### src/source/uart_pkg.sv
// UART shared definitions
package uart_pkg;

    // ------------------------------------------------------------------------
    // Sizes
    // ------------------------------------------------------------------------
    localparam int DATA_W         = 8;
    localparam int FRAME_W        = DATA_W + 2;   // Start, data, stop
    localparam int FIFO_DEPTH     = 8;
    localparam int FIFO_PTR_W     = $clog2(FIFO_DEPTH);
    localparam int FIFO_CNT_W     = $clog2(FIFO_DEPTH + 1);
    localparam int ADDR_W         = 4;
    localparam int APB_DATA_W     = 32;
    localparam int BAUD_W         = 16;
    localparam int BAUD_DIV_RESET = 16;           // Clocks per bit

    // Register offsets
    localparam logic [ADDR_W-1:0] REG_DATA   = 4'h0;
    localparam logic [ADDR_W-1:0] REG_STATUS = 4'h4;
    localparam logic [ADDR_W-1:0] REG_BAUD   = 4'h8;

    // ------------------------------------------------------------------------
    // Bus and payload types
    // ------------------------------------------------------------------------
    typedef struct packed {
        logic [ADDR_W-1:0]     paddr;
        logic                  psel;
        logic                  penable;
        logic                  pwrite;
        logic [APB_DATA_W-1:0] pwdata;
    } apb_req_t;

    typedef struct packed {
        logic [APB_DATA_W-1:0] prdata;
        logic                  pready;
        logic                  pslverr;
    } apb_rsp_t;

    typedef struct packed {
        logic              frame_err;   // Stop bit sampled low
        logic [DATA_W-1:0] data;
    } rx_item_t;

    typedef struct packed {
        logic tx_busy;
        logic rx_overflow;
        logic tx_overflow;
        logic rx_full;
        logic rx_empty;
        logic tx_full;
        logic tx_empty;   // Bit 0
    } uart_status_t;

endpackage

### src/source/apb_uart.sv
// APB UART top level
`timescale 1ns/1ps
module apb_uart
    import uart_pkg::*;
(
    input  logic     clk,
    input  logic     rst,
    input  apb_req_t apb_req,
    output apb_rsp_t apb_rsp,
    input  logic     rxd,
    output logic     txd
);

    // Transmit path
    logic              tx_wr;
    logic [DATA_W-1:0] tx_din;
    logic              tx_rd;
    logic [DATA_W-1:0] tx_dout;
    logic              tx_full;
    logic              tx_empty;
    logic              tx_busy;

    // Receive path
    logic              rx_wr;
    rx_item_t          rx_din;
    logic              rx_rd;
    rx_item_t          rx_dout;
    logic              rx_full;
    logic              rx_empty;

    logic [BAUD_W-1:0] baud_div;

    apb_uart_regs regs_i (
        .clk      (clk),
        .rst      (rst),
        .apb_req  (apb_req),
        .apb_rsp  (apb_rsp),
        .tx_wr    (tx_wr),
        .tx_din   (tx_din),
        .tx_full  (tx_full),
        .tx_empty (tx_empty),
        .tx_busy  (tx_busy),
        .rx_rd    (rx_rd),
        .rx_dout  (rx_dout),
        .rx_full  (rx_full),
        .rx_empty (rx_empty),
        .rx_wr    (rx_wr),
        .baud_div (baud_div)
    );

    sync_fifo #(.item_t(logic [DATA_W-1:0])) tx_fifo_i (
        .clk   (clk),
        .rst   (rst),
        .wr    (tx_wr),
        .din   (tx_din),
        .rd    (tx_rd),
        .dout  (tx_dout),
        .full  (tx_full),
        .empty (tx_empty)
    );

    sync_fifo #(.item_t(rx_item_t)) rx_fifo_i (
        .clk   (clk),
        .rst   (rst),
        .wr    (rx_wr),
        .din   (rx_din),
        .rd    (rx_rd),
        .dout  (rx_dout),
        .full  (rx_full),
        .empty (rx_empty)
    );

    uart_tx tx_i (
        .clk        (clk),
        .rst        (rst),
        .baud_div   (baud_div),
        .fifo_empty (tx_empty),
        .fifo_dout  (tx_dout),
        .fifo_rd    (tx_rd),
        .txd        (txd),
        .busy       (tx_busy)
    );

    uart_rx rx_i (
        .clk      (clk),
        .rst      (rst),
        .baud_div (baud_div),
        .rxd      (rxd),
        .fifo_wr  (rx_wr),
        .fifo_din (rx_din)
    );

endmodule

### src/source/apb_uart_regs.sv
// UART APB register block
`timescale 1ns/1ps
module apb_uart_regs
    import uart_pkg::*;
(
    input  logic              clk,
    input  logic              rst,
    input  apb_req_t          apb_req,
    output apb_rsp_t          apb_rsp,
    output logic              tx_wr,
    output logic [DATA_W-1:0] tx_din,
    input  logic              tx_full,
    input  logic              tx_empty,
    input  logic              tx_busy,
    output logic              rx_rd,
    input  rx_item_t          rx_dout,
    input  logic              rx_full,
    input  logic              rx_empty,
    input  logic              rx_wr,
    output logic [BAUD_W-1:0] baud_div
);

    logic                  setup;
    logic                  access;
    logic                  sel_data;
    logic                  sel_status;
    logic                  sel_baud;
    logic                  status_rd;
    logic                  rd_popped;
    logic                  tx_overflow;
    logic                  rx_overflow;
    uart_status_t          status;
    logic [APB_DATA_W-1:0] rdata;

    // ------------------------------------------------------------------------
    // Phase and address decode
    // ------------------------------------------------------------------------
    assign setup      = apb_req.psel && !apb_req.penable;
    assign access     = apb_req.psel && apb_req.penable;
    assign sel_data   = (apb_req.paddr == REG_DATA);
    assign sel_status = (apb_req.paddr == REG_STATUS);
    assign sel_baud   = (apb_req.paddr == REG_BAUD);

    assign tx_wr     = access && apb_req.pwrite && sel_data;
    assign tx_din    = apb_req.pwdata[DATA_W-1:0];
    assign rx_rd     = setup && !apb_req.pwrite && sel_data && !rx_empty;   // Pop early
    assign status_rd = access && !apb_req.pwrite && sel_status;

    assign status.tx_busy     = tx_busy;
    assign status.rx_overflow = rx_overflow;
    assign status.tx_overflow = tx_overflow;
    assign status.rx_full     = rx_full;
    assign status.rx_empty    = rx_empty;
    assign status.tx_full     = tx_full;
    assign status.tx_empty    = tx_empty;

    // ------------------------------------------------------------------------
    // Read data and response
    // ------------------------------------------------------------------------
    always_comb begin
        rdata = '0;
        if (sel_data && rd_popped) begin
            rdata = {{(APB_DATA_W - $bits(rx_item_t)){1'b0}}, rx_dout};
        end else if (sel_status) begin
            rdata = {{(APB_DATA_W - $bits(uart_status_t)){1'b0}}, status};
        end else if (sel_baud) begin
            rdata = {{(APB_DATA_W - BAUD_W){1'b0}}, baud_div};
        end
    end

    assign apb_rsp.prdata  = rdata;
    assign apb_rsp.pready  = 1'b1;   // Zero wait states
    assign apb_rsp.pslverr = access && !apb_req.pwrite && sel_data && !rd_popped;

    // ------------------------------------------------------------------------
    // Registers
    // ------------------------------------------------------------------------
    always_ff @(posedge clk or posedge rst) begin
        if (rst) begin
            rd_popped   <= 1'b0;
            tx_overflow <= 1'b0;
            rx_overflow <= 1'b0;
            baud_div    <= BAUD_W'(BAUD_DIV_RESET);
        end else begin
            rd_popped <= rx_rd;
            // New overflow wins over clear
            tx_overflow <= (tx_overflow && !status_rd) || (tx_wr && tx_full);
            rx_overflow <= (rx_overflow && !status_rd) || (rx_wr && rx_full);
            if (access && apb_req.pwrite && sel_baud) begin
                baud_div <= apb_req.pwdata[BAUD_W-1:0];
            end
        end
    end

    a_apb_phase : assert property (@(posedge clk) disable iff (rst)
        apb_req.penable |-> $past(apb_req.psel && !apb_req.penable))
        else $error("apb_uart_regs: access without setup phase");

endmodule

### src/source/sync_fifo.sv
// Synchronous FIFO
`timescale 1ns/1ps
module sync_fifo
    import uart_pkg::*;
#(
    parameter type item_t = logic [DATA_W-1:0]
) (
    input  logic  clk,
    input  logic  rst,
    input  logic  wr,
    input  item_t din,
    input  logic  rd,
    output item_t dout,
    output logic  full,
    output logic  empty
);

    item_t                 mem [FIFO_DEPTH];
    logic [FIFO_PTR_W-1:0] wr_ptr;
    logic [FIFO_PTR_W-1:0] rd_ptr;
    logic [FIFO_CNT_W-1:0] count;
    logic [FIFO_CNT_W-1:0] count_next;
    logic                  do_wr;
    logic                  do_rd;

    assign do_wr = wr && !full;    // Push into full FIFO is lost
    assign do_rd = rd && !empty;

    always_comb begin
        count_next = count;
        if (do_wr && !do_rd) begin
            count_next = count + 1'b1;
        end else if (do_rd && !do_wr) begin
            count_next = count - 1'b1;
        end
    end

    // ------------------------------------------------------------------------
    // Storage and read port
    // ------------------------------------------------------------------------
    always_ff @(posedge clk) begin
        if (do_wr) begin
            mem[wr_ptr] <= din;
        end
        if (do_rd) begin
            dout <= mem[rd_ptr];   // Held until next pop
        end
    end

    // ------------------------------------------------------------------------
    // Pointers, count and flags
    // ------------------------------------------------------------------------
    always_ff @(posedge clk or posedge rst) begin
        if (rst) begin
            wr_ptr <= '0;
            rd_ptr <= '0;
            count  <= '0;
            full   <= 1'b0;
            empty  <= 1'b1;
        end else begin
            if (do_wr) begin
                wr_ptr <= wr_ptr + 1'b1;   // Wraps since depth is a power of two
            end
            if (do_rd) begin
                rd_ptr <= rd_ptr + 1'b1;
            end
            count <= count_next;
            full  <= (count_next == FIFO_CNT_W'(FIFO_DEPTH));
            empty <= (count_next == '0);
        end
    end

    a_count_bound : assert property (@(posedge clk) disable iff (rst)
        count <= FIFO_CNT_W'(FIFO_DEPTH))
        else $error("sync_fifo: count above depth");

    a_flags_ptrs : assert property (@(posedge clk) disable iff (rst)
        (full || empty) |-> (wr_ptr == rd_ptr))
        else $error("sync_fifo: flag disagrees with pointers");

endmodule

### src/source/uart_rx.sv
// UART 8N1 receiver
`timescale 1ns/1ps
module uart_rx
    import uart_pkg::*;
(
    input  logic              clk,
    input  logic              rst,
    input  logic [BAUD_W-1:0] baud_div,
    input  logic              rxd,
    output logic              fifo_wr,
    output rx_item_t          fifo_din
);

    typedef enum logic [1:0] {
        RX_IDLE,
        RX_START,
        RX_DATA,
        RX_STOP
    } rx_state_t;

    rx_state_t         state;
    logic              rxd_meta;
    logic              rxd_sync;
    logic              rxd_prev;
    logic [BAUD_W-1:0] baud_cnt;
    logic [BAUD_W-1:0] half_div;
    logic [2:0]        bit_cnt;
    logic [DATA_W-1:0] shreg;
    logic              half_end;
    logic              bit_end;
    logic              sample_data;
    logic              push;

    assign half_div    = baud_div >> 1;
    assign half_end    = (baud_cnt == half_div - 1'b1);
    assign bit_end     = (baud_cnt == baud_div - 1'b1);
    assign sample_data = (state == RX_DATA) && bit_end;
    assign push        = (state == RX_STOP) && bit_end;

    // ------------------------------------------------------------------------
    // Line synchronizer and frame FSM
    // ------------------------------------------------------------------------
    always_ff @(posedge clk or posedge rst) begin
        if (rst) begin
            rxd_meta <= 1'b1;
            rxd_sync <= 1'b1;
            rxd_prev <= 1'b1;
            state    <= RX_IDLE;
            baud_cnt <= '0;
            bit_cnt  <= '0;
            fifo_wr  <= 1'b0;
        end else begin
            rxd_meta <= rxd;
            rxd_sync <= rxd_meta;
            rxd_prev <= rxd_sync;
            fifo_wr  <= push;
            baud_cnt <= baud_cnt + 1'b1;
            case (state)
                RX_IDLE: begin
                    baud_cnt <= '0;
                    if (rxd_prev && !rxd_sync) begin
                        state <= RX_START;   // Falling edge
                    end
                end
                RX_START: begin
                    if (half_end) begin
                        baud_cnt <= '0;
                        bit_cnt  <= '0;
                        // Glitch, not a start bit
                        state    <= rxd_sync ? RX_IDLE : RX_DATA;
                    end
                end
                RX_DATA: begin
                    if (bit_end) begin
                        baud_cnt <= '0;
                        bit_cnt  <= bit_cnt + 1'b1;
                        if (bit_cnt == 3'(DATA_W - 1)) begin
                            state <= RX_STOP;
                        end
                    end
                end
                RX_STOP: begin
                    if (bit_end) begin
                        state <= RX_IDLE;
                    end
                end
                default: state <= RX_IDLE;
            endcase
        end
    end

    // ------------------------------------------------------------------------
    // Data capture
    // ------------------------------------------------------------------------
    always_ff @(posedge clk) begin
        if (sample_data) begin
            shreg <= {rxd_sync, shreg[DATA_W-1:1]};   // LSB first
        end
        if (push) begin
            fifo_din.frame_err <= !rxd_sync;
            fifo_din.data      <= shreg;
        end
    end

    a_wr_pulse : assert property (@(posedge clk) disable iff (rst)
        fifo_wr |=> !fifo_wr)
        else $error("uart_rx: push longer than one cycle");

endmodule

### src/source/uart_tx.sv
// UART 8N1 transmitter
`timescale 1ns/1ps
module uart_tx
    import uart_pkg::*;
(
    input  logic              clk,
    input  logic              rst,
    input  logic [BAUD_W-1:0] baud_div,
    input  logic              fifo_empty,
    input  logic [DATA_W-1:0] fifo_dout,
    output logic              fifo_rd,
    output logic              txd,
    output logic              busy
);

    typedef enum logic [1:0] {
        TX_IDLE,
        TX_FETCH,
        TX_SHIFT
    } tx_state_t;

    tx_state_t          state;
    logic [BAUD_W-1:0]  baud_cnt;
    logic [3:0]         bit_cnt;
    logic [FRAME_W-1:0] shreg;
    logic               bit_end;

    assign fifo_rd = (state == TX_IDLE) && !fifo_empty;
    assign bit_end = (baud_cnt == baud_div - 1'b1);
    assign txd     = shreg[0];                     // Line idles high
    assign busy    = fifo_rd || (state != TX_IDLE);

    always_ff @(posedge clk or posedge rst) begin
        if (rst) begin
            state    <= TX_IDLE;
            baud_cnt <= '0;
            bit_cnt  <= '0;
            shreg    <= '1;
        end else begin
            case (state)
                TX_IDLE: begin
                    if (fifo_rd) begin
                        state <= TX_FETCH;
                    end
                end
                TX_FETCH: begin
                    // FIFO output is valid now
                    shreg    <= {1'b1, fifo_dout, 1'b0};
                    baud_cnt <= '0;
                    bit_cnt  <= '0;
                    state    <= TX_SHIFT;
                end
                TX_SHIFT: begin
                    if (bit_end) begin
                        baud_cnt <= '0;
                        shreg    <= {1'b1, shreg[FRAME_W-1:1]};
                        if (bit_cnt == 4'(FRAME_W - 1)) begin
                            state <= TX_IDLE;   // Stop bit done
                        end else begin
                            bit_cnt <= bit_cnt + 1'b1;
                        end
                    end else begin
                        baud_cnt <= baud_cnt + 1'b1;
                    end
                end
                default: state <= TX_IDLE;
            endcase
        end
    end

    a_rd_start : assert property (@(posedge clk) disable iff (rst)
        $past(fifo_rd, 2) |-> !txd)
        else $error("uart_tx: pop not followed by start bit");

endmodule

### config.mk
export PLATFORM = sky130hd
export DESIGN_NAME = apb_uart
export DESIGN_NICKNAME = d
export VERILOG_FILES = /design/src/source/uart_pkg.sv /design/src/source/apb_uart.sv /design/src/source/apb_uart_regs.sv /design/src/source/sync_fifo.sv /design/src/source/uart_rx.sv /design/src/source/uart_tx.sv
export SDC_FILE = /design/constraint.sdc
export NUM_CORES = 1
export LEC_CHECK = 0
export ABC_CLOCK_PERIOD_IN_PS = 7850
export BUFFER_PORTS_ARGS = -buffer_cell sky130_fd_sc_hd__buf_2
export CORE_MARGIN = 3
export CORE_UTILIZATION = 54
export DETAILED_ROUTE_END_ITERATION = 7
export GPL_TIMING_DRIVEN = 0
export PLACE_DENSITY = 0.7
export SLEW_MARGIN = 20
export SYNTH_ARGS = -nofsm -noshare
export SYNTH_HDL_FRONTEND = slang
export SYNTH_SLANG_ARGS = --single-unit
### constraint.sdc
create_clock -name clk -period 7.85 [get_ports clk]
set_clock_uncertainty 0.1 [all_clocks]
set_input_delay 1.1775 -clock clk [delete_from_list [all_inputs] [get_ports clk]]
set_output_delay 1.1775 -clock clk [all_outputs]
set_load 0.01 [all_outputs]
==> run metrics <==
critical path startpoint category flop; Crit path arrival time 4.30 ns; Critical Path RT 7.91 ns; clk slew on worst S/H paths 0.06 ns; vias in the first global route around 7.9k; Worst-Skew Late Latency 0.53 ns; Clock H-tree levels 1; share of the synthesized area in the top cell type 0.399; storage element area 7600 µm²; Worst VDD drop between 0.0002 and 0.00025 V; Worst Path Max Fanout 10; Final Cycle Share 0.540; Clock Path Buffers 3; Crit path top cell by count clkbuf_1; reg2reg path depth 12; ANT nets after route 0; Hold Fails Final Rpt 0; synthesized flop and latch total 269; final setup violation count 0; cts hold-fix bufs 0; most common cell after layout, fill and taps aside edfxtp_1; drt first-iter violations 547; layout cells sized above 1 0.208; Reg-to-Reg Start regs_i.baud_div[2]; clk sinks 269; residual DRC count 0; number of synthesized flops with an enable pin 170; Std-Cell Core Area about 23000 µm²; Diodes inserted 0; initial core utilization 0.556; Unique masters post-synth 73; cells after synthesis 973; status complete, no violations; CTS resizes 0; crit-path cells clkbuf_1 -> inv_1 -> ha_1 -> nor2b_1 -> clkbuf_1 -> nand2_1 -> o21ai_0 -> nor4b_1 -> nand4_1 -> or4b_4 -> buf_6 -> nor2_1; crit path capture type flop; Max Slew Vio Count 0; mean post-synth cell area about 13 µm²; hold_sp rx_i.rxd_meta; GP Congestion 0.892; Post-Synthesis Cell Area about 13000 µm²; Tmin final 4.24 ns; Layout area overhead 13.2%; clk root buf clkbuf_16; drt pass-1 iters 5; first-pass GRT wire length 42100 µm; RSZ-0062 raised after global routing false; I/O pin count just under 80; die area approximately 26000 µm²; via density per instance 5.64; async set-reset flop share out of synthesis 0.368; grt ovf 0; setup TNS 0 ns; TritonCTS buffer count 28; Routed WL 25900 µm; Primary FF master, synth edfxtp_1; most frequent cells in the layout edfxtp_1 (170), dfrtp_1 (84), nor2_1 (70); placed cell count 1350; Max-Cap Viols 0; register area share after synthesis 0.594; synthesis warning total 0; FF-to-FF setup slack 3.61 ns; PortBufs 43; fillers between 1.5k and 2k; slowest CP cell or4b_4; detailed placement HPWL 17900 µm; Multi-input gate area 4790 µm²; WHS Path Cells 0; initial antenna violation count 0; pin count of the biggest net entering global routing 79; maximum clock frequency 0.236 GHz; Final nets around 1.1k; height of the die 160 µm; Post-Layout Cell Count 1401; GR Util All Layers 0.205; Synth area leader edfxtp_1; capture point of the worst reg-to-reg path rx_i.shreg[0]; Hold Path Sink rx_i.rxd_sync; top cells by area, synth edfxtp_1 (40%), dfrtp_1 (16%), mux4_2 (6.0%), xnor2_1 (3.6%), dfstp_2 (3.1%); WS Path Type reg -> reg; FP Rows 55; via count of the routed design 7906; CTS tree built; max incr delay on CP 0.58 ns; Die W 160 µm; PD cells 283 nW/µm²; Lkg Pwr between 5 and 6 nW; classification of the worst-slack hold path reg -> reg; slew margin rel. 0.336; Setup Fix Bufs, Post-CTS 0; worst-margin pin slew between 0.9 and 1 ns; post-DR wirelength/cell 18.5 µm
## synth_stat cells (all sizes together), types with 8 or more instances
library cell / instances
edfxtp: 170
dfrtp: 84
nor2: 71
nand2: 61
xnor2: 53
xor2: 44
clkbuf: 41
inv: 36
buf: 35
mux2: 35
mux4: 34
nand3: 28
ha: 25
o21ai: 21
and2: 17
nor3: 17
nor4: 16
a21oi: 15
dfstp: 15
nand4: 13
nor2b: 13
o22ai: 11
nor4b: 10
and3: 8
## routing by layer
| layer | vias up | share of wire | GRT usage |
|---|---|---|---|
| met5 | - | 0 | 0 |
| met4 | 0 | 0.026 | 0.0584 |
| met3 | 51 | 0.041 | 0.0252 |
| met2 | 184 | 0.49 | 0.345 |
| met1 | 3921 | 0.44 | 0.285 |
| li1 | 3750 | - | - |
## power by group
group | switching (W) | internal, W
Combinational | 0.000598 | 0.000480
Clock | 0.000530 | 0.000737
Sequential | 0.0000898 | 0.00166
Total | 0.00122 | 0.00288
## how the worst max path moves through the flow
stage	start	to	slack, ns	cells past startpoint
after floorplan	rst	async pin	4.01	1
after global placement	rst	tx_i.baud_cnt[12]	2.59	2
after detailed placement	regs_i.baud_div[2]	rx_i.fifo_din[1]	3.19	12
after CTS	regs_i.baud_div[2]	rx_i.fifo_din[1]	3.22	12
after global routing	regs_i.baud_div[2]	rx_i.shreg[2]	3.24	12
final	regs_i.baud_div[2]	rx_i.shreg[0]	3.61	12
## kinds of logic after synthesis
group / Yosys count / synth area share
xor+xnor: 97 / 0.0664
flops: 269 / 0.594
simple gates: 285 / 0.117
fa+ha+maj: 26 / 0.0252
buf+inv: 112 / 0.0407
other cells: 2 / 0.000587
mux: 73 / 0.0938
compound gates: 109 / 0.0619
## area by class of cell
type,instances,share of cell area
Multi-Input combinational cell,607,0.331
Sequential cell,269,0.525
Timing Repair Buffer,49,0.0190
Tap cell,313,0.0271
Inverter,36,0.00968
Buffer,76,0.0266
Clock buffer,32,0.0509
Clock inverter,19,0.0106
## critical path, delay by kind of cell (launching register included)
kind,cells,cell delay (ns)
AOI/OAI and AO/OA,1,0.21
DFF,1,0.38
buffers and inverters,4,0.97
and+or+nand+nor,6,2.03
adders and majority gates,1,0.18
## flip-flops by register name (all words and copies together), names as in the netlist, 2 cells and up, named ones only
signal,flops
tx_fifo_i.wr_ptr,3
tx_i.state,2
rx_fifo_i.count,4
tx_fifo_i.mem,64
tx_fifo_i.count,4
regs_i.baud_div,16
tx_fifo_i.dout,8
tx_i.shreg,9
rx_fifo_i.rd_ptr,3
rx_i.baud_cnt,16
tx_i.bit_cnt,4
tx_fifo_i.rd_ptr,3
rx_i.fifo_din,9
rx_fifo_i.dout,9
rx_i.shreg,8
rx_fifo_i.mem,72
tx_i.baud_cnt,16
rx_i.bit_cnt,3
rx_fifo_i.wr_ptr,3
## through the flow
step                power (W)  utilization  instance area (µm²)  hold slack, ns  worst slack [ns]
CTS                   0.00413        0.630                14500           0.256              3.22
floorplan             0.00258            -                12800           0.245              4.01
global placement      0.00282        0.585                13500           0.246              2.59
global route          0.00430        0.630                14500           0.263              3.24
finish                0.00409        0.630                14500           0.255              3.61
detailed placement    0.00285        0.591                13600           0.247              3.19
Power figures use the tool's default switching activity.
